File: config.mk
export PLATFORM = sky130hd
export DESIGN_NAME = whack_top
export DESIGN_NICKNAME = d
export VERILOG_FILES = /design/src/design/game_pkg.sv /design/src/design/game_config.sv /design/src/design/game_core.sv /design/src/design/key_decoder.sv /design/src/design/led_pattern.sv /design/src/design/seg_scan.sv /design/src/design/whack_top.sv
export VERILOG_INCLUDE_DIRS = /design/src /design/src/design
export SDC_FILE = /design/constraint.sdc
export NUM_CORES = 1
export LEC_CHECK = 0
export ABC_AREA = 1
export BUFFER_PORTS_ARGS = -buffer_cell sky130_fd_sc_hd__buf_2
export CORE_MARGIN = 8
export CORE_UTILIZATION = 40
export DETAILED_ROUTE_END_ITERATION = 10
export PLACE_DENSITY = 0.56
export SLEW_MARGIN = 20
export SYNTH_ARGS = -nofsm -noshare
export SYNTH_HDL_FRONTEND = slang
export SYNTH_SLANG_ARGS = --single-unit
File: constraint.sdc
create_clock -name clk -period 9.9 [get_ports clk]
set_clock_uncertainty 0.05 [all_clocks]
set_input_delay 0.99 -clock clk [delete_from_list [all_inputs] [get_ports clk]]
set_output_delay 0.99 -clock clk [all_outputs]
set_load 0.005 [all_outputs]
File: src/design/game_settings.svh
`ifndef GAME_SETTINGS_SVH
`define GAME_SETTINGS_SVH

// values restored in idle, plain decimal
`define GAME_INIT_TIME 30
`define GAME_INIT_GOAL 10

// result phase length in ticks
`define GAME_HOLD_TICKS 4

`define GAME_LFSR_SEED 9'h160

// scan advances every 2**SEG_REFRESH_BITS cycles
`define SEG_REFRESH_BITS 4

// led patterns per phase
`define LED_IDLE 16'h8001
`define LED_SET_TIME 16'hFF01
`define LED_SET_GOAL 16'h80FF

`endif

File: src/design/game_pkg.sv
package game_pkg;

  typedef enum logic [1:0] {
    PH_IDLE   = 2'd0,
    PH_SETUP  = 2'd1,
    PH_PLAY   = 2'd2,
    PH_RESULT = 2'd3
  } phase_t;

  typedef struct packed {
    logic       valid;
    logic       make;  // 0 = release
    logic [8:0] code;  // bit 8 set for extended codes
  } key_event_t;

  typedef struct packed {
    logic       hit;
    logic       space;
    logic [3:0] digit;
  } key_hit_t;

  typedef struct packed {
    logic [3:0] tens;
    logic [3:0] ones;
  } bcd2_t;

  // four glyph codes, leftmost digit in [15:12]
  typedef logic [15:0] disp_word_t;

  // letter glyphs above the numerals
  typedef enum logic [3:0] {
    G_W     = 4'hA,
    G_I     = 4'hB,
    G_N     = 4'hC,
    G_L     = 4'hD,
    G_S     = 4'hE,
    G_BLANK = 4'hF
  } glyph_t;

endpackage

File: src/design/game_config.sv
`timescale 1ns/1ns
`include "game_settings.svh"

module game_config (
  input  logic                clk,
  input  logic                out_rst,
  input  game_pkg::phase_t    phase,
  input  game_pkg::key_hit_t  key_hit,
  output game_pkg::bcd2_t     time_field,
  output game_pkg::bcd2_t     goal_field,
  output logic                set_goal_mode
);

  localparam game_pkg::bcd2_t INIT_TIME = '{
    tens: 4'(`GAME_INIT_TIME / 10),
    ones: 4'(`GAME_INIT_TIME % 10)
  };
  localparam game_pkg::bcd2_t INIT_GOAL = '{
    tens: 4'(`GAME_INIT_GOAL / 10),
    ones: 4'(`GAME_INIT_GOAL % 10)
  };

  logic edit_en;

  // old ones digit moves up, new digit enters at ones
  function automatic game_pkg::bcd2_t shift_in(game_pkg::bcd2_t field, logic [3:0] d);
    game_pkg::bcd2_t res;
    res.tens = field.ones;
    res.ones = d;
    return res;
  endfunction

  assign edit_en = (phase == game_pkg::PH_SETUP) && key_hit.hit;

  always_ff @(posedge clk or posedge out_rst) begin
    if (out_rst) begin
      time_field    <= INIT_TIME;
      goal_field    <= INIT_GOAL;
      set_goal_mode <= 1'b0;
    end else if (phase == game_pkg::PH_IDLE) begin
      time_field    <= INIT_TIME;
      goal_field    <= INIT_GOAL;
      set_goal_mode <= 1'b0;  // back to the time field
    end else if (edit_en) begin
      if (key_hit.space) begin
        set_goal_mode <= ~set_goal_mode;
      end else if (set_goal_mode) begin
        goal_field <= shift_in(goal_field, key_hit.digit);
      end else begin
        time_field <= shift_in(time_field, key_hit.digit);
      end
    end
  end

  // fields hold their value through play and result, game_core
  // samples time_field only on the start pulse that enters play

endmodule

File: src/design/game_core.sv
`timescale 1ns/1ns
`include "game_settings.svh"

module game_core (
  input  logic                  clk,
  input  logic                  out_rst,
  input  logic                  start,
  input  logic                  tick,
  input  game_pkg::key_hit_t    key_hit,
  input  game_pkg::bcd2_t       time_field,
  input  game_pkg::bcd2_t       goal_field,
  input  logic [15:0]           led,
  output game_pkg::phase_t      phase,
  output logic                  win,
  output logic                  play_step,
  output game_pkg::disp_word_t  disp
);

  localparam int HOLD_W = $clog2(`GAME_HOLD_TICKS + 1);

  localparam game_pkg::disp_word_t WIN_WORD =
    {game_pkg::G_W, game_pkg::G_I, game_pkg::G_N, game_pkg::G_BLANK};
  localparam game_pkg::disp_word_t LOSE_WORD =
    {game_pkg::G_L, 4'h0, game_pkg::G_S, game_pkg::G_BLANK};

  game_pkg::phase_t phase_nxt;
  game_pkg::bcd2_t  countdown;
  game_pkg::bcd2_t  hit_cnt;
  logic [HOLD_W-1:0] hold_cnt;
  logic             goal_met;
  logic             time_up;
  logic             hold_done;
  logic [3:0]       led_idx;
  logic             score;

  function automatic game_pkg::bcd2_t bcd_dec(game_pkg::bcd2_t v);
    game_pkg::bcd2_t r;
    r = v;
    if (v.ones == 4'd0) begin
      r.ones = 4'd9;
      r.tens = v.tens - 4'd1;
    end else begin
      r.ones = v.ones - 4'd1;
    end
    return r;
  endfunction

  function automatic game_pkg::bcd2_t bcd_inc(game_pkg::bcd2_t v);
    game_pkg::bcd2_t r;
    r = v;
    if (v.ones == 4'd9) begin
      r.ones = 4'd0;
      r.tens = (v.tens == 4'd9) ? 4'd0 : v.tens + 4'd1;
    end else begin
      r.ones = v.ones + 4'd1;
    end
    return r;
  endfunction

  assign goal_met  = (hit_cnt == goal_field);
  assign time_up   = (countdown == '0);
  assign hold_done = tick && (hold_cnt == HOLD_W'(`GAME_HOLD_TICKS - 1));
  assign play_step = tick && (phase == game_pkg::PH_PLAY);

  // key k lights up led 16-k, only keys 1..9 land on the board
  assign led_idx = 4'(5'd16 - {1'b0, key_hit.digit});
  assign score   = key_hit.hit && !key_hit.space && (key_hit.digit != 4'd0)
                   && led[led_idx];

  always_comb begin
    phase_nxt = phase;
    case (phase)
      game_pkg::PH_IDLE:   if (start) phase_nxt = game_pkg::PH_SETUP;
      game_pkg::PH_SETUP:  if (start) phase_nxt = game_pkg::PH_PLAY;
      game_pkg::PH_PLAY:   if (goal_met || time_up) phase_nxt = game_pkg::PH_RESULT;
      game_pkg::PH_RESULT: if (hold_done) phase_nxt = game_pkg::PH_IDLE;
      default:             phase_nxt = game_pkg::PH_IDLE;
    endcase
  end

  always_ff @(posedge clk or posedge out_rst) begin
    if (out_rst) begin
      phase     <= game_pkg::PH_IDLE;
      countdown <= '0;
      hit_cnt   <= '0;
      hold_cnt  <= '0;
      win       <= 1'b0;
    end else begin
      phase <= phase_nxt;
      if (phase == game_pkg::PH_SETUP && start) begin
        countdown <= time_field;
        hit_cnt   <= '0;
      end else if (phase == game_pkg::PH_PLAY) begin
        if (tick && !time_up) countdown <= bcd_dec(countdown);
        if (score) hit_cnt <= bcd_inc(hit_cnt);
        if (goal_met || time_up) win <= goal_met;  // goal beats timeout
      end
      if (phase == game_pkg::PH_RESULT) begin
        if (tick) hold_cnt <= hold_cnt + 1'b1;
      end else begin
        hold_cnt <= '0;
      end
    end
  end

  always_ff @(posedge clk or posedge out_rst) begin
    if (out_rst) begin
      disp <= 16'hFFFF;
    end else begin
      case (phase)
        game_pkg::PH_SETUP:  disp <= {time_field, goal_field};
        game_pkg::PH_PLAY:   disp <= {countdown, hit_cnt};
        game_pkg::PH_RESULT: disp <= win ? WIN_WORD : LOSE_WORD;
        default:             disp <= 16'hFFFF;  // all blank
      endcase
    end
  end

endmodule

File: src/design/key_decoder.sv
`timescale 1ns/1ns

module key_decoder (
  input  logic                  clk,
  input  logic                  out_rst,
  input  game_pkg::key_event_t  key_in,
  output game_pkg::key_hit_t    key_hit
);

  logic [20:0] held;  // one flag per known key
  logic [4:0]  key_idx;
  logic        key_known;
  logic [3:0]  key_digit;
  logic        hit_q;
  logic        space_q;
  logic [3:0]  digit_q;

  always_comb begin
    key_idx   = 5'd0;
    key_known = 1'b1;
    case (key_in.code[7:0])
      8'h45: key_idx = 5'd0;
      8'h16: key_idx = 5'd1;
      8'h1E: key_idx = 5'd2;
      8'h26: key_idx = 5'd3;
      8'h25: key_idx = 5'd4;
      8'h2E: key_idx = 5'd5;
      8'h36: key_idx = 5'd6;
      8'h3D: key_idx = 5'd7;
      8'h3E: key_idx = 5'd8;
      8'h46: key_idx = 5'd9;
      8'h70: key_idx = 5'd10;  // keypad row
      8'h69: key_idx = 5'd11;
      8'h72: key_idx = 5'd12;
      8'h7A: key_idx = 5'd13;
      8'h6B: key_idx = 5'd14;
      8'h73: key_idx = 5'd15;
      8'h74: key_idx = 5'd16;
      8'h6C: key_idx = 5'd17;
      8'h75: key_idx = 5'd18;
      8'h7D: key_idx = 5'd19;
      8'h29: key_idx = 5'd20;  // space
      default: key_known = 1'b0;
    endcase
    // only keypad digits may carry the extended flag
    if (key_in.code[8] && (key_idx < 5'd10 || key_idx == 5'd20)) begin
      key_known = 1'b0;
    end
    key_digit = (key_idx >= 5'd10) ? 4'(key_idx - 5'd10) : key_idx[3:0];
  end

  always_ff @(posedge clk or posedge out_rst) begin
    if (out_rst) begin
      held  <= '0;
      hit_q <= 1'b0;
    end else begin
      hit_q <= key_in.valid && key_in.make && key_known && !held[key_idx];
      if (key_in.valid && key_known) begin
        held[key_idx] <= key_in.make;
      end
    end
  end

  always_ff @(posedge clk) begin
    space_q <= (key_idx == 5'd20);
    digit_q <= (key_idx == 5'd20) ? 4'd0 : key_digit;
  end

  assign key_hit = '{hit: hit_q, space: space_q, digit: digit_q};

endmodule

File: src/design/led_pattern.sv
`timescale 1ns/1ns
`include "game_settings.svh"

module led_pattern (
  input  logic              clk,
  input  logic              out_rst,
  input  game_pkg::phase_t  phase,
  input  logic              set_goal_mode,
  input  logic              play_step,
  input  logic              tick,
  output logic [15:0]       led
);

  logic [8:0]       lfsr;
  logic [8:0]       lfsr_nxt;
  game_pkg::phase_t phase_q;
  logic             result_entry;

  // galois shift right, bit 0 wraps to bit 8 and taps 6, 5, 3
  function automatic logic [8:0] lfsr_step(logic [8:0] s);
    return {s[0], s[8:1]} ^ (s[0] ? 9'b0_0110_1000 : 9'b0);
  endfunction

  assign lfsr_nxt     = play_step ? lfsr_step(lfsr) : lfsr;
  assign result_entry = (phase == game_pkg::PH_RESULT) && (phase_q != game_pkg::PH_RESULT);

  always_ff @(posedge clk or posedge out_rst) begin
    if (out_rst) begin
      lfsr    <= `GAME_LFSR_SEED;
      phase_q <= game_pkg::PH_IDLE;
    end else begin
      phase_q <= phase;
      lfsr    <= (phase == game_pkg::PH_PLAY) ? lfsr_nxt : `GAME_LFSR_SEED;
    end
  end

  always_ff @(posedge clk or posedge out_rst) begin
    if (out_rst) begin
      led <= '0;
    end else begin
      case (phase)
        game_pkg::PH_IDLE:  led <= `LED_IDLE;
        game_pkg::PH_SETUP: led <= set_goal_mode ? `LED_SET_GOAL : `LED_SET_TIME;
        game_pkg::PH_PLAY:  led <= {lfsr_nxt, 7'b0000011};
        default: begin
          if (result_entry) begin
            led <= 16'hFFFF;
          end else if (tick) begin
            led <= ~led;  // flash
          end
        end
      endcase
    end
  end

endmodule

File: src/design/seg_scan.sv
`timescale 1ns/1ns
`include "game_settings.svh"

module seg_scan (
  input  logic                  clk,
  input  logic                  out_rst,
  input  game_pkg::disp_word_t  disp,
  output logic [3:0]            digit,
  output logic [6:0]            display
);

  localparam int CNT_W = `SEG_REFRESH_BITS + 2;

  logic [CNT_W-1:0] refresh_cnt;
  logic [1:0]       sel;
  logic [3:0]       glyph;
  logic [6:0]       seg;

  assign sel   = refresh_cnt[CNT_W-1 -: 2];
  assign glyph = disp[sel*4 +: 4];  // sel 3 is the leftmost digit

  // active low, gfedcba
  always_comb begin
    case (glyph)
      4'h0:              seg = 7'b1000000;
      4'h1:              seg = 7'b1111001;
      4'h2:              seg = 7'b0100100;
      4'h3:              seg = 7'b0110000;
      4'h4:              seg = 7'b0011001;
      4'h5:              seg = 7'b0010010;
      4'h6:              seg = 7'b0000010;
      4'h7:              seg = 7'b1111000;
      4'h8:              seg = 7'b0000000;
      4'h9:              seg = 7'b0010000;
      game_pkg::G_W:     seg = 7'b1000001;  // drawn as U
      game_pkg::G_I:     seg = 7'b1111001;
      game_pkg::G_N:     seg = 7'b0101011;  // lower case n
      game_pkg::G_L:     seg = 7'b1000111;
      game_pkg::G_S:     seg = 7'b0010010;
      default:           seg = 7'b1111111;
    endcase
  end

  always_ff @(posedge clk or posedge out_rst) begin
    if (out_rst) begin
      refresh_cnt <= '0;
      digit       <= 4'b1111;
      display     <= 7'b1111111;
    end else begin
      refresh_cnt <= refresh_cnt + 1'b1;
      digit       <= ~(4'b0001 << sel);
      display     <= seg;
    end
  end

endmodule

File: src/design/whack_top.sv
`timescale 1ns/1ns

module whack_top (
  input  logic                  clk,
  input  logic                  out_rst,
  input  logic                  start,
  input  logic                  tick,
  input  game_pkg::key_event_t  key_in,
  output logic [15:0]           led,
  output logic [3:0]            digit,
  output logic [6:0]            display
);

  game_pkg::key_hit_t   key_hit;
  game_pkg::phase_t     phase;
  game_pkg::bcd2_t      time_field;
  game_pkg::bcd2_t      goal_field;
  game_pkg::disp_word_t disp;
  logic                 set_goal_mode;
  logic                 play_step;

  key_decoder i_key_decoder (
    .clk     (clk),
    .out_rst (out_rst),
    .key_in  (key_in),
    .key_hit (key_hit)
  );

  game_config i_game_config (
    .clk           (clk),
    .out_rst       (out_rst),
    .phase         (phase),
    .key_hit       (key_hit),
    .time_field    (time_field),
    .goal_field    (goal_field),
    .set_goal_mode (set_goal_mode)
  );

  // win only steers the result glyphs inside game_core
  game_core i_game_core (
    .clk        (clk),
    .out_rst    (out_rst),
    .start      (start),
    .tick       (tick),
    .key_hit    (key_hit),
    .time_field (time_field),
    .goal_field (goal_field),
    .led        (led),
    .phase      (phase),
    .win        (),
    .play_step  (play_step),
    .disp       (disp)
  );

  led_pattern i_led_pattern (
    .clk           (clk),
    .out_rst       (out_rst),
    .phase         (phase),
    .set_goal_mode (set_goal_mode),
    .play_step     (play_step),
    .tick          (tick),
    .led           (led)
  );

  seg_scan i_seg_scan (
    .clk     (clk),
    .out_rst (out_rst),
    .disp    (disp),
    .digit   (digit),
    .display (display)
  );

endmodule

## Word-level counts from Yosys, hierarchy flattened

Memories as Yosys holds them, arrays and structs flattened. A register that Yosys moved wholly into a read port is not among the register bits.
Index checks and enable logic that the tools add are counted.

| word-level totals | value |
|---|---|
| memories | 1 |
| output and inout bits | 27 |
| bits of input ports | 15 |
| memory bits (read-only) | 112 |
| bits in registers | 119 |

Memory list:

| name | depth | width | rd ports | clocked after memory_dff | wr ports | RTL line | text |
|---|---|---|---|---|---|---|---|
| (no name shown) | 16 | 7 | 1 | 1 | 0 | seg_scan.sv:24 | `case (glyph)` |

| cells by class | value |
|---|---|
| muxes and demuxes | 49 |
| reductions and logical operators | 43 |
| $add $sub $neg | 8 |
| magnitude comparators | 5 |
| bitwise operators | 5 |
| shift-type cells | 2 |
| eq/ne operators | 37 |

Operator list:

| operator | count |
|---|---|
| 8-bit 2-to-1 mux | 14 |
| 5-bit one-hot mux with 20 select lines | 1 |
| 8-bit by 7-bit equality test with 1-bit output, second input constant | 12 |
| 16-bit one-hot mux with 3 select lines | 2 |
| 8-bit by 6-bit equality test with 1-bit output, second input constant | 7 |
| 16-bit 2-to-1 mux | 2 |
| 15-bit 2-to-1 mux | 2 |
| 4-bit 2-to-1 mux | 6 |
| 21-bit bitwise mux | 1 |
| 21-bit OR reduction | 1 |
| 9-bit 2-to-1 mux | 2 |
| 8-bit by 5-bit equality test with 1-bit output, second input constant | 2 |
| 16-bit inverter | 1 |
| 2-bit nonzero test | 8 |
| 16-bit by 5-bit variable part select with 4-bit output | 1 |
| 1-bit logical AND | 15 |
| 3-bit AND reduction | 5 |
| 2-bit != test, second input constant | 5 |
| 9-bit XOR | 1 |
| 4-bit by 1-bit adder with 4-bit output, second input constant | 2 |
| 4-bit equality test, second input constant | 2 |
| 8-bit equality test | 1 |
| 8-bit logical NOT | 1 |
| 1-bit 2-to-1 mux | 8 |
| 33 further kinds | 47 |

## Logic depth before layout (Yosys ltp)

Gate-level depths: netlist (run 1).

| depth | value |
|---|---|
| word-level depth | 8 |
| depth in mapped cells | 18 |
| mapped depth without buffers | 17 |

## Cells and area by module

Synthesis (run 1) repeated with hierarchy kept, for this count alone.

| unflattened totals | value |
|---|---|
| cells, all modules | 1019 |
| area total of the unflattened synthesis | 7562.3 um^2 |

By module, submodules not included:

| module | seq. area each (um^2) | cells each | instances | area an instance (um^2) |
|---|---|---|---|---|
| game_core | 970.9 | 300 | 1 | 2348.5 |
| key_decoder | 650.6 | 309 | 1 | 1991.9 |
| led_pattern | 679.4 | 178 | 1 | 1335.0 |
| seg_scan | 439.2 | 128 | 1 | 1053.5 |
| game_config | 429.2 | 104 | 1 | 833.3 |

## Worst setup path after synthesis (run 1)

OpenSTA, ideal clock, no wires.

| timing path | value |
|---|---|
| kind | input to register |
| start | in key_in[7] (netlist name) |
| end | reg i_key_decoder.held[15] |
| setup time | 0.116 ns |
| arrival time | 2.642 ns |
| path buffers | 1 |
| cell stages on the path | 18 |
| path slack | 7.092 ns |
| required time | 9.734 ns |
| path through | inv_2 nand2_4 nor2_8 inv_1 nor2_2 nor2_1 nand3_2 inv_2 ha_1 inv_1 nand2_4 nand3_2 nand2_2 nor2_4 buf_6 nand2_1 nand2_1 nand2_1 |

| between the ends | value |
|---|---|
| word-level cells in the longest chain between the ends | 7 |
| elaborated cells on any way between the ends | 36 |
| classes of those cells | order compare (3); eq/ne (22); mux (6); reduce/logical (5) |

Ends and longest elaborated chain:

| what | RTL line | text |
|---|---|---|
| start: declaration | whack_top.sv:8 | `input game_pkg::key_event_t key_in,` |
| 8-bit by 6-bit equality test with 1-bit output, or another cell as far along | key_decoder.sv:21 | `case (key_in.code[7:0])` |
| 5-bit one-hot mux with 20 select lines | key_decoder.sv:21 |  |
| 5-bit by 6-bit less-than comparator with 1-bit output (not written as such), or another cell as far along | key_decoder.sv:59 | `held[key_idx] <= key_in.make;` |
| 1-bit logical AND (not written as such) / 1-bit logical OR (equally long branches) | key_decoder.sv:59, key_decoder.sv:46 |  |
| 1-bit 2-to-1 mux (not written as such) / 1-bit logical AND (equally long branches) | key_decoder.sv:59, key_decoder.sv:46 |  |
| 1-bit demux with 5-bit select / 1-bit 2-to-1 mux (equally long branches) | n/a |  |
| 21-bit bitwise mux / 1-bit logical AND (equally long branches) | key_decoder.sv:59, key_decoder.sv:58 |  |
| end signal: indexed assignment | key_decoder.sv:59 |  |
| end: declaration | key_decoder.sv:10 | `logic [20:0] held;` |

Several ways; a longest one is shown, not always the timed one.
A chain may end at the register's enable or synchronous reset.

## Worst setup path after layout (run 1)

| timing path | value |
|---|---|
| start | reg i_game_core.phase[0] |
| end | reg i_game_core.hit_cnt[5] (netlist name) |

| between the ends | value |
|---|---|
| word-level cells in the longest chain between the ends | 4 |
| elaborated cells on any way between the ends | 8 |
| classes of those cells | eq/ne (2); mux (1); reduce/logical (5) |

Ends and longest elaborated chain:

| what | RTL line | text |
|---|---|---|
| start: declaration | game_core.sv:13 | `output game_pkg::phase_t phase,` |
| start signal: assignment | game_core.sv:83 | `phase <= game_pkg::PH_IDLE;` |
| start signal: assignment | game_core.sv:89 | `phase <= phase_nxt;` |
| 2-bit by 1-bit equality test with 1-bit output | game_core.sv:90 | `if (phase == game_pkg::PH_SETUP && start) begin` |
| 1-bit logical AND | game_core.sv:90 |  |
| 2-bit nonzero test (no source line) | n/a |  |
| 3-bit AND reduction (no source line) | n/a |  |
| end signal: assignment | game_core.sv:95 | `if (score) hit_cnt <= bcd_inc(hit_cnt);` |
| end: declaration | game_core.sv:28 | `game_pkg::bcd2_t hit_cnt;` |

Several ways; a longest one is shown, not always the timed one.

==> results of run 1 <==
==> final cells by class <==
| class | count | area [sq um] | share of cell area (%) |
|---|---|---|---|
| Sequential cell | 126 | 3170 | 40.3 |
| Clock inverter | 13 | 141 | 1.80 |
| Clock buffer | 19 | 453 | 5.76 |
| Multi-Input combinational cell | 592 | 3110 | 39.6 |
| Timing Repair Buffer | 42 | 213 | 2.70 |
| Tap cell | 225 | 282 | 3.58 |
| Inverter | 131 | 494 | 6.28 |
==> cells by family after synthesis <==
family / after synthesis / share of synthesized area, %
and+or+nand+nor: 400 / 25.5
muxes: 1 / 0.145
DFF: 126 / 45.8
adders and majority gates: 21 / 3.80
AOI/OAI and AO/OA: 155 / 13.6
xor gates and xnor gates: 15 / 1.90
buffers and inverters: 157 / 9.22
==> registers in the layout (all words and copies together) (netlist names), 4 cells and up <==
name / flops
i_seg_scan.refresh_cnt: 6
i_key_decoder.digit_q: 4
i_seg_scan.display: 7
i_game_config.goal_field: 8
i_game_core.disp: 16
i_led_pattern.led: 16
i_seg_scan.digit: 4
i_game_config.time_field: 8
i_game_core.hit_cnt: 8
i_game_core.countdown: 8
i_led_pattern.lfsr: 9
i_key_decoder.held: 21
==> power by group <==
| group | leakage [nW] | total [mW] | switching, mW | internal, mW |
|---|---|---|---|---|
| logic | 2.16 | 0.703 | 0.463 | 0.240 |
| registers | 1.53 | 0.771 | 0.0798 | 0.691 |
| clock network | 0.273 | 0.620 | 0.237 | 0.383 |
==> worst max-delay path by stage <==
stage	start	end	slack, ps
final	i_game_core.phase[0]$_DFFE_PP0P_	i_game_core.hit_cnt[5]$_DFFE_PP0P_	6560
after global routing	i_game_core.phase[0]$_DFFE_PP0P_	i_game_core.hit_cnt[6]$_DFFE_PP0P_	6100
after CTS	i_game_core.phase[0]$_DFFE_PP0P_	i_game_core.hit_cnt[5]$_DFFE_PP0P_	6500
after detailed placement	key_in[0]	i_key_decoder.held[10]$_DFFE_PP0P_	6250
after global placement	key_in[0]	i_key_decoder.held[1]$_DFFE_PP0P_	6260
after floorplan	out_rst	i_game_config.goal_field[0]$_DFFE_PP0P_	5700
==> critical path: stages, from the launching register on <==
cell and delay, ps:
dfrtp_1 420, inv_1 120, ha_1 630, clkinv_1 760
nor2_1 250, nand2_1 70, a31oi_1 220, nand2_1 100
nand2_1 150, nand2_1 230, o31ai_1 230
==> per-layer routing <==
metal  up-vias  global-route usage (%)
li1       2933                       -
met1      2736                    21.5
met2       106                    25.6
met3        17                    3.76
met4         0                    5.86
met5         -                       0
==> per-stage QoR <==
stage	std cells	hold slack (ps)
6_report	1148	385
4_1_cts	1148	388
2_1_floorplan	875	351
5_1_grt	1148	408
3_3_place_gp	1116	379
3_5_place_dp	1116	367
==> cells in the final DEF, fill, tap and decap left out, drive strengths merged, types with 7 or more instances in the layout <==
master  instances
a21oi          35
a22oi           9
buf            42
clkbuf         19
clkinv          7
dfrtp          88
dfstp          33
ha             21
inv           129
nand2         232
nand3          73
nand4           9
nor2           65
nor3           12
o211ai         10
o21ai          58
o221ai         21
o22ai          12
xor2           10
==> out/results.ini, run 1 <==
[status]
status=finished clean

[floorplan]
core_area_sq_um=17100
row_count=48
ios=42
dieArea_sq_um=21800
die_h_um=148
fp.dieW_um=148
initial_core_util_pct=40.4

[drt]
wl_met3_um=588
drc_errors=0
drtIter0Drc=420
wirelength_um=16800
top_layer=met4
drtPass1Iterations=6
num_vias=5792
drt-wirelength-per-cell_um=14.6
drtAntennaViolNets=0
viasPerCell=5.05
wl_met2_um=7720
wl_met1_um=8270

[clocking]
cts.sink_count=126
cts_hold_buffers=0
cts_buffers=17
clk_pin_slew_ps=60
tritoncts=yes
post_cts_buffers=0
cts_resized=0
insertion_delay_ps=430
cts_max_level=4
root_buffer=clkbuf_16
cts_max_path_buffers=2

[setup_path]
reg2reg_to=i_game_core.hit_cnt[5]$_DFFE_PP0P_
worstPathMaxFanout=19
end_kind=flip-flop
cp_data_required_time_ps=10180
r2r_slack_ps=6560
r2r_cells=10
startpoint_type=flip-flop
r2r-start=i_game_core.phase[0]$_DFFE_PP0P_
critPathKind=flip-flop to flip-flop
cp_data_arrival_time_ps=3620

[hold_path]
hold_end=i_led_pattern.phase_q[1]$_DFF_PP0_
holdCritPathClass=flip-flop to flip-flop
whs_path_depth=0
hp-start=i_game_core.phase[1]$_DFFE_PP0P_

[global_route]
antenna_found_initial=0
grt.total_usage_pct=16.3
grt_max_degree=71
grt_first_pass_wirelength_um=28400
grt_overflow=0
grt_pass1_vias=5635

[cells_and_area]
fill_cells=1751
antenna_cells=0
drive_above_1_share_pct=15.1
final_area_sq_um=7870
final_core_util_pct=46.0
area_delta_synth_final_pct=13.6
final_nets=946

[sta]
hold_viol=0
tightestPinTransition_ps=893
min_period_ps=3340
worst_slack_ps=6560
finalSetupViolCount=0
slew_headroom_pct=40.3
setup_tns_ps=0
rsz0062_at_grt=false
fmax_ghz=0.299
period_share_pct=33.7
drv_slew=0

[synth]
synthTopCellsByCount=nand2_1, inv_1, dfrtp_1, nand3_1, o21ai_0
ys.flop_type=dfrtp_1
seq_area_frac_synth_pct=45.8
synth_top_area_cell=dfrtp_1
netlist_area_sq_um=6920
synth_cell_type_count=45
yosys_register_bits=126
syn_nets=911
ys_async_sr_fraction_pct=96.0
synthCells=875
yosysMostFrequentCell=nand2_1
synth.area.top_cells=dfrtp_1, dfstp_2, nand2_1
syn_area_per_cell_sq_um=7.91
synth_top_area_share_pct=31.8
synth_warnings=0
synth-edff-count=0

[power]
leakage_nw=3.97
total_power_mw=2.09
vdd_ir_drop_max_mv=0.141
p_per_area_nw_per_um2=266

[place]
hpwl_um=12100
dpl_cell_area_sq_um=7270
gp_congestion=0.857
dp_slack_ps=6250
portBuffers=41

[job]
cap_violations=0

Power figures use the tool's default switching activity.
==> inputs of run 2 (changes only) <==
--- a/config.mk
+++ b/config.mk
@@ -6,7 +6,7 @@
 export SDC_FILE = /design/constraint.sdc
 export NUM_CORES = 1
 export LEC_CHECK = 0
-export ABC_AREA = 1
+export ABC_AREA = 0
 export BUFFER_PORTS_ARGS = -buffer_cell sky130_fd_sc_hd__buf_2
 export CORE_MARGIN = 8
 export CORE_UTILIZATION = 40
==> constraint.sdc (replaced) <==
create_clock -name clk -period 3.5 [get_ports clk]
set_clock_uncertainty 0.05 [all_clocks]
set_input_delay 0.35 -clock clk [delete_from_list [all_inputs] [get_ports clk]]
set_output_delay 0.35 -clock clk [all_outputs]
set_load 0.005 [all_outputs]
==> run 2 against run 1 <==
Against the previous run:
- sequential power rose to 2.8 times the previous value
- routed wire length is 4.3% lower
- synthesized cell count is 22% lower
- sequential cell count stayed put
- core utilization rose by 1.2 points
- via count is 9.0% lower
- critical path depth grew 2
- first-iteration DRC count down 15%
- combinational power grew 150%
- design area rose by 2.3%
- highest routed layer unchanged
- setup slack worse by 6100 ps
- sequential share of layout area fell by 0.90 points
==> out/results.ini, run 2 <==
[status]
status=finished clean

[synth]
synth_top_area_share_pct=31.9  ; +0.13 points
synth_fa_ha_area_share_pct=3.81  ; +0.016 points
synth_warnings=0  ; unchanged
synth_cell_type_count=75  ; +67%
yosys_register_bits=126  ; unchanged
ys.flop_type=dfrtp_1
yosysMostFrequentCell=nand2_1
synth-compound-area-share_pct=14.9  ; +1.3 points
netlist_area_sq_um=6890  ; -0.42%
seq_area_frac_synth_pct=46.0  ; +0.19 points
synthTopCellsByCount=nand2_1, dfrtp_1, nor2_1, dfstp_2, o21ai_0
synth.area.top_cells=dfrtp_1, dfstp_2, nand2_1
synth-simple-area-share_pct=17.6  ; -7.9 points
synth-edff-count=0  ; unchanged
synth_top_area_cell=dfrtp_1
synth_top_family_by_area=simple AND/OR/NAND/NOR gates
synthCells=685  ; -22%
synthXorXnorAreaFrac_pct=3.81  ; +1.9 points
synth.area.mux_share_pct=9.29  ; +9.1 points
ys_async_sr_fraction_pct=96.0  ; unchanged
syn_nets=721  ; -21%
syn_area_per_cell_sq_um=10.1  ; +27%

[setup_path]
r2r_cells=11  ; +1
r2r-start=i_key_decoder.digit_q[0]$_SDFF_PP0_
r2r_slack_ps=770  ; -5790 ps
critPathKind=primary input to flip-flop
cp_data_required_time_ps=3750  ; -6430 ps
end_kind=flip-flop
cp_data_arrival_time_ps=3250  ; -370 ps
reg2reg_to=i_game_core.hit_cnt[7]$_DFFE_PP0P_
startpoint_type=primary input
worstPathMaxFanout=12  ; -7

[sta]
tightestPinTransition_ps=865  ; -28.2 ps
drv_slew=0  ; unchanged
rsz0062_at_grt=false
period_share_pct=85.9
setup_tns_ps=0  ; unchanged
fmax_ghz=0.333
hold_viol=0  ; unchanged
slew_headroom_pct=41.9  ; +1.6 points
worst_slack_ps=493  ; -6070 ps
min_period_ps=3010
finalSetupViolCount=0  ; unchanged

[drt]
drtAntennaViolNets=0  ; unchanged
wirelength_um=16100  ; -4.3%
num_vias=5273  ; -9.0%
drtPass1Iterations=5  ; -1
drt-wirelength-per-cell_um=16.7  ; +14%
drc_errors=0  ; unchanged
viasPerCell=5.46  ; +8.2%
drtIter0Drc=356  ; -15%

[cells_and_area]
regMostFlops=i_key_decoder.held
largest_reg_flops=21  ; unchanged
layout_common_cells=nand2_1, dfrtp_1, buf_2, nor2_1
final_nets=764  ; -19%
reg.largest.list=i_key_decoder.held (21), i_game_core.disp (16), i_led_pattern.led (16)
drive_above_1_share_pct=21.5  ; +6.4 points
antenna_cells=0  ; unchanged
area_delta_synth_final_pct=16.7
mostFrequentLayoutCell=nand2_1
final_area_sq_um=8050  ; +2.3%

[global_route]
grt_first_pass_wirelength_um=27700  ; -2.6%
grt.total_usage_pct=15.7  ; -0.61 points
grt_pass1_vias=5433  ; -3.6%
antenna_found_initial=0  ; unchanged
grt_overflow=0  ; unchanged
grt_max_degree=81  ; +14%

[floorplan]
die_h_um=147  ; -0.19%
dieArea_sq_um=21700  ; -0.37%
row_count=48  ; unchanged
fp.dieW_um=147  ; -0.19%
core_area_sq_um=17100  ; -0.35%
initial_core_util_pct=40.4  ; about the same
ios=42  ; unchanged

[place]
gp_congestion=0.914  ; +6.7%
dpl_cell_area_sq_um=7360  ; +1.2%
hpwl_um=11500  ; -4.4%
dp_slack_ps=74.3  ; -6170 ps
portBuffers=41  ; unchanged

[clocking]
insertion_delay_ps=420  ; about the same
tritoncts=yes
cts.sink_count=126  ; unchanged
cts_max_path_buffers=2  ; unchanged
root_buffer=clkbuf_16
cts_buffers=17  ; unchanged
clk_pin_slew_ps=60  ; about the same
post_cts_buffers=0  ; unchanged
cts_max_level=4  ; unchanged

[job]
cap_violations=0  ; unchanged

[power]
vdd_ir_drop_max_mv=0.412  ; +190%
p_per_area_nw_per_um2=719  ; +170%
total_power_mw=5.78  ; +180%
leakage_nw=3.63  ; -8.5%

[hold_path]
whs_path_depth=3  ; +3
hp-start=key_in[10]
hold_end=i_key_decoder.held[18]$_DFFE_PP0P_
holdCritPathClass=primary input to flip-flop

## run 2: area by class of cell
class                           instances  area [sq um]
Clock inverter                         13           188
Timing Repair Buffer                   65           408
Fill cell                            1673          9010
Tap cell                              225           282
Sequential cell                       126          3170
Multi-Input combinational cell        485          3420
Inverter                               33           128
Clock buffer                           19           453
## run 2: worst max-delay path: stages
cell      delay (ps)
buf_2            150
or4b_1           680
o22ai_1          200
or3_1            140
a21o_1           120
inv_1             70
ha_1             240
and2b_1          220
o221ai_2         240
buf_4            260
nor4_1           240
mux2_1           360
## run 2: worst max-delay path by stage
stage | start | to | slack [ps]
finish | key_in[4] | i_key_decoder.held[11]$_DFFE_PP0P_ | 490
detailed placement | key_in[4] | i_key_decoder.held[11]$_DFFE_PP0P_ | 70
global route | key_in[4] | i_key_decoder.held[11]$_DFFE_PP0P_ | 310
CTS | key_in[4] | i_key_decoder.held[11]$_DFFE_PP0P_ | 520
floorplan | key_in[3] | i_key_decoder.held[4]$_DFFE_PP0P_ | 190
global placement | key_in[4] | i_key_decoder.held[11]$_DFFE_PP0P_ | 100
## run 2: through the flow
| stage | hold slack, ps | std cells | utilization (%) |
|---|---|---|---|
| final | 265 | 966 | 47.2 |
| after global placement | 384 | 932 | 43.1 |
| after detailed placement | 386 | 932 | 43.1 |
| after global routing | 269 | 966 | 47.2 |
| after CTS | 57.4 | 964 | 46.9 |
| after floorplan | 351 | 685 | - |
## run 2: cell families (layout without fill, tap and decap cells)
group	after synthesis	count (layout)
mux	49	49
flops	126	126
buf+inv	74	130
simple gates	234	234
fa+ha+maj	21	21
compound gates	151	151
xor+xnor	30	30
## run 2: report_power, final
group / switching (mW) / internal [mW] / total [mW]
sequential: 0.245 / 1.90 / 2.15
combinational: 0.996 / 0.748 / 1.74
clock: 0.658 / 1.23 / 1.89
## run 2: repair_timing
item | CTS | global route
hold buffers | 0 | 1
resized for setup | 0 | 0
hold endpoints to repair | 0 | 14
## run 2: metal layers
layer / share of wire, % / global-route usage, % / vias to the layer above
met5: 0 / 0 / -
met4: 1.7 / 5.56 / 0
met3: 3.9 / 3.69 / 19
met2: 48 / 25.2 / 101
met1: 46 / 20.1 / 2603
li1: - / - / 2550
==> inputs of run 3 (changes only) <==
==> constraint.sdc (replaced) <==
create_clock -name clk -period 2.8 [get_ports clk]
set_clock_uncertainty 0.05 [all_clocks]
set_input_delay 0.28 -clock clk [delete_from_list [all_inputs] [get_ports clk]]
set_output_delay 0.28 -clock clk [all_outputs]
set_load 0.005 [all_outputs]
==> run 3 against run 2 <==
Against the previous run:
- critical path depth unchanged
- sequential cell count is the same
- largest cell class unchanged
- worst hold slack worse by 81 ps
- clock-buffer cell count rose by 2
- critical endpoint is now i_key_decoder.held[7]$_DFFE_PP0P_
- first-iteration DRC count shrank 2.0%
- power increased by 22%
- sequential power is 26% higher
- via count increased by 2.9%
- combinational power grew 28%
- non-clock buffer count rose by 50
- core utilization is 1.8 points higher
==> out/results.ini, run 3 (synthesis gave the netlist of run 2 again) <==
[clocking]
post_cts_buffers=0  ; unchanged
cts_max_level=4  ; unchanged
cts_max_path_buffers=2  ; unchanged
cts_buffers=17  ; unchanged
clk_pin_slew_ps=60  ; about the same
tritoncts=yes
insertion_delay_ps=420  ; about the same
cts.sink_count=126  ; unchanged
root_buffer=clkbuf_16

[cells_and_area]
regMostFlops=i_key_decoder.held
fin_cells=1016  ; +5.2%
reg.largest.list=i_key_decoder.held (21), i_game_core.disp (16), i_led_pattern.led (16)
area_delta_synth_final_pct=21.3
antenna_cells=0  ; unchanged
layout_common_cells=nand2_1, dfrtp_1, buf_4, buf_2, nor2_1
drive_above_1_share_pct=26.4  ; +5.0 points
fill_cells=1601  ; -4.3%
final_nets=814  ; +6.5%
largest_reg_flops=21  ; unchanged
mostFrequentLayoutCell=nand2_1

[global_route]
grt_max_degree=44  ; -46%
antenna_found_initial=0  ; unchanged
grt_first_pass_wirelength_um=27800  ; +0.37%
grt.total_usage_pct=15.7  ; +0.073 points
grt_overflow=0  ; unchanged
grt_pass1_vias=5548  ; +2.1%

[sta]
whs_ps=183  ; -81.3 ps
fmax_ghz=0.386
hold_viol=0  ; unchanged
period_share_pct=92.4
finalSetupViolCount=0  ; unchanged
tightestPinTransition_ps=708  ; -156 ps
slew_headroom_pct=52.8  ; +11 points
rsz0062_at_grt=false
drv_slew=0  ; unchanged
min_period_ps=2590

[place]
hpwl_um=12200  ; +5.5%
dp.cells=983  ; +5.5%
portBuffers=41  ; unchanged
gp_congestion=0.851  ; -6.9%

[drt]
drc_errors=0  ; unchanged
viasPerCell=5.34  ; -2.1%
drt-wirelength-per-cell_um=16.1  ; -3.2%
wirelength_um=16400  ; +1.8%
drtPass1Iterations=5  ; unchanged
drtAntennaViolNets=0  ; unchanged
drtIter0Drc=349  ; -2.0%
num_vias=5427  ; +2.9%

[job]
cap_violations=0  ; unchanged

[setup_path]
critPathKind=primary input to flip-flop
cp_data_arrival_time_ps=2830  ; -420 ps
cp_data_required_time_ps=3040  ; -710 ps
r2r_slack_ps=220  ; -550 ps
worstPathMaxFanout=15  ; +3
reg2reg_to=i_game_core.hit_cnt[7]$_DFFE_PP0P_
r2r-start=i_key_decoder.digit_q[1]$_SDFF_PP0_
end_kind=flip-flop
startpoint_type=primary input
r2r_cells=11  ; unchanged
critPathCapture=i_key_decoder.held[7]$_DFFE_PP0P_
crit_start=key_in[4]

[power]
p_int_mw=4.72  ; +21%
comb_power_share_pct=31.6  ; +1.4 points
swShare_pct=33.3  ; +0.46 points
pwr-share-clk_pct=30.3  ; -2.4 points
leakage_nw=3.84  ; +5.9%
p_per_area_nw_per_um2=846  ; +18%
switchingPower_mw=2.35  ; +24%
vdd_ir_drop_max_mv=0.472  ; +15%
seqPwrFrac_pct=38.1  ; +0.9 points
total_power_mw=7.07  ; +22%

[floorplan]
ios=42  ; unchanged
fp.dieW_um=147  ; unchanged
core_area_sq_um=17100  ; unchanged
row_count=48  ; unchanged
die_h_um=147  ; unchanged
initial_core_util_pct=40.4  ; unchanged
dieArea_sq_um=21700  ; unchanged

[hold_path]
holdCritPathClass=primary input to flip-flop

[status]
status=finished clean

## run 3: power by group through the flow
stage / combinational (mW) / sequential (mW) / clock, mW
6_report: 2.23 / 2.70 / 2.14
5_1_grt: 2.53 / 2.76 / 2.28
4_1_cts: 2.26 / 2.70 / 2.20
3_5_place_dp: 2.25 / 2.72 / 0
3_3_place_gp: 2.21 / 2.71 / 0
2_1_floorplan: 1.59 / 2.65 / 0
## run 3: routing by layer
layer  global-route usage, %  up-vias  part of all wire, %
li1                        -     2651                    -
met1                    19.7     2633                   46
met2                    26.0      119                   49
met3                    3.35       24                  4.0
met4                    6.17        0                  1.8
met5                       0        -                    0
## run 3: per-stage QoR
step / util, % / worst slack, ps / TNS, ps / cell area (sq um)
3_3_place_gp: 45.6 / -116 / -1250 / 7770
5_1_grt: 49.0 / 61.4 / 0 / 8360
2_1_floorplan: - / -83.5 / -716 / 6930
4_1_cts: 49.0 / 142 / 0 / 8360
6_report: 49.0 / 212 / 0 / 8360
3_5_place_dp: 45.6 / -176 / -1930 / 7770
## run 3: worst min-delay path by stage
stage	from	end	cells after the start	slack [ps]
2_1_floorplan	i_game_core.phase[1]$_DFFE_PP0P_	i_led_pattern.phase_q[1]$_DFF_PP0_	0	350
3_3_place_gp	out_rst	i_game_core.countdown[2]$_DFFE_PP0P_	2	360
3_5_place_dp	out_rst	i_game_core.countdown[4]$_DFFE_PP0P_	2	360
4_1_cts	key_in[10]	i_key_decoder.held[18]$_DFFE_PP0P_	3	160
5_1_grt	key_in[10]	i_key_decoder.held[18]$_DFFE_PP0P_	3	190
6_report	key_in[10]	i_key_decoder.held[18]$_DFFE_PP0P_	3	180
## run 3: final cells by class
type | instances | area, sq um | area share [%]
Multi-Input combinational cell | 485 | 3430 | 41.0
Sequential cell | 126 | 3170 | 37.9
Timing Repair Buffer | 115 | 776 | 9.28
Clock buffer | 21 | 460 | 5.51
Tap cell | 225 | 282 | 3.37
Inverter | 33 | 130 | 1.56
Clock inverter | 11 | 116 | 1.39
## run 3: critical path, cell delays in order
cell	delay, ps
buf_2	150
or4b_4	580
o22ai_1	180
or3_1	150
a21o_1	150
inv_4	50
ha_4	150
and2b_1	200
o221ai_2	140
buf_4	220
nor4_1	210
mux2_1	360
## run 3: repair_timing
item | 4_1_cts | 5_1_grt
endpoints found under the hold margin | 21 | 0
setup endpoints to repair | 0 | 0
hold buffers | 1 | 0
resized for setup | 0 | 0
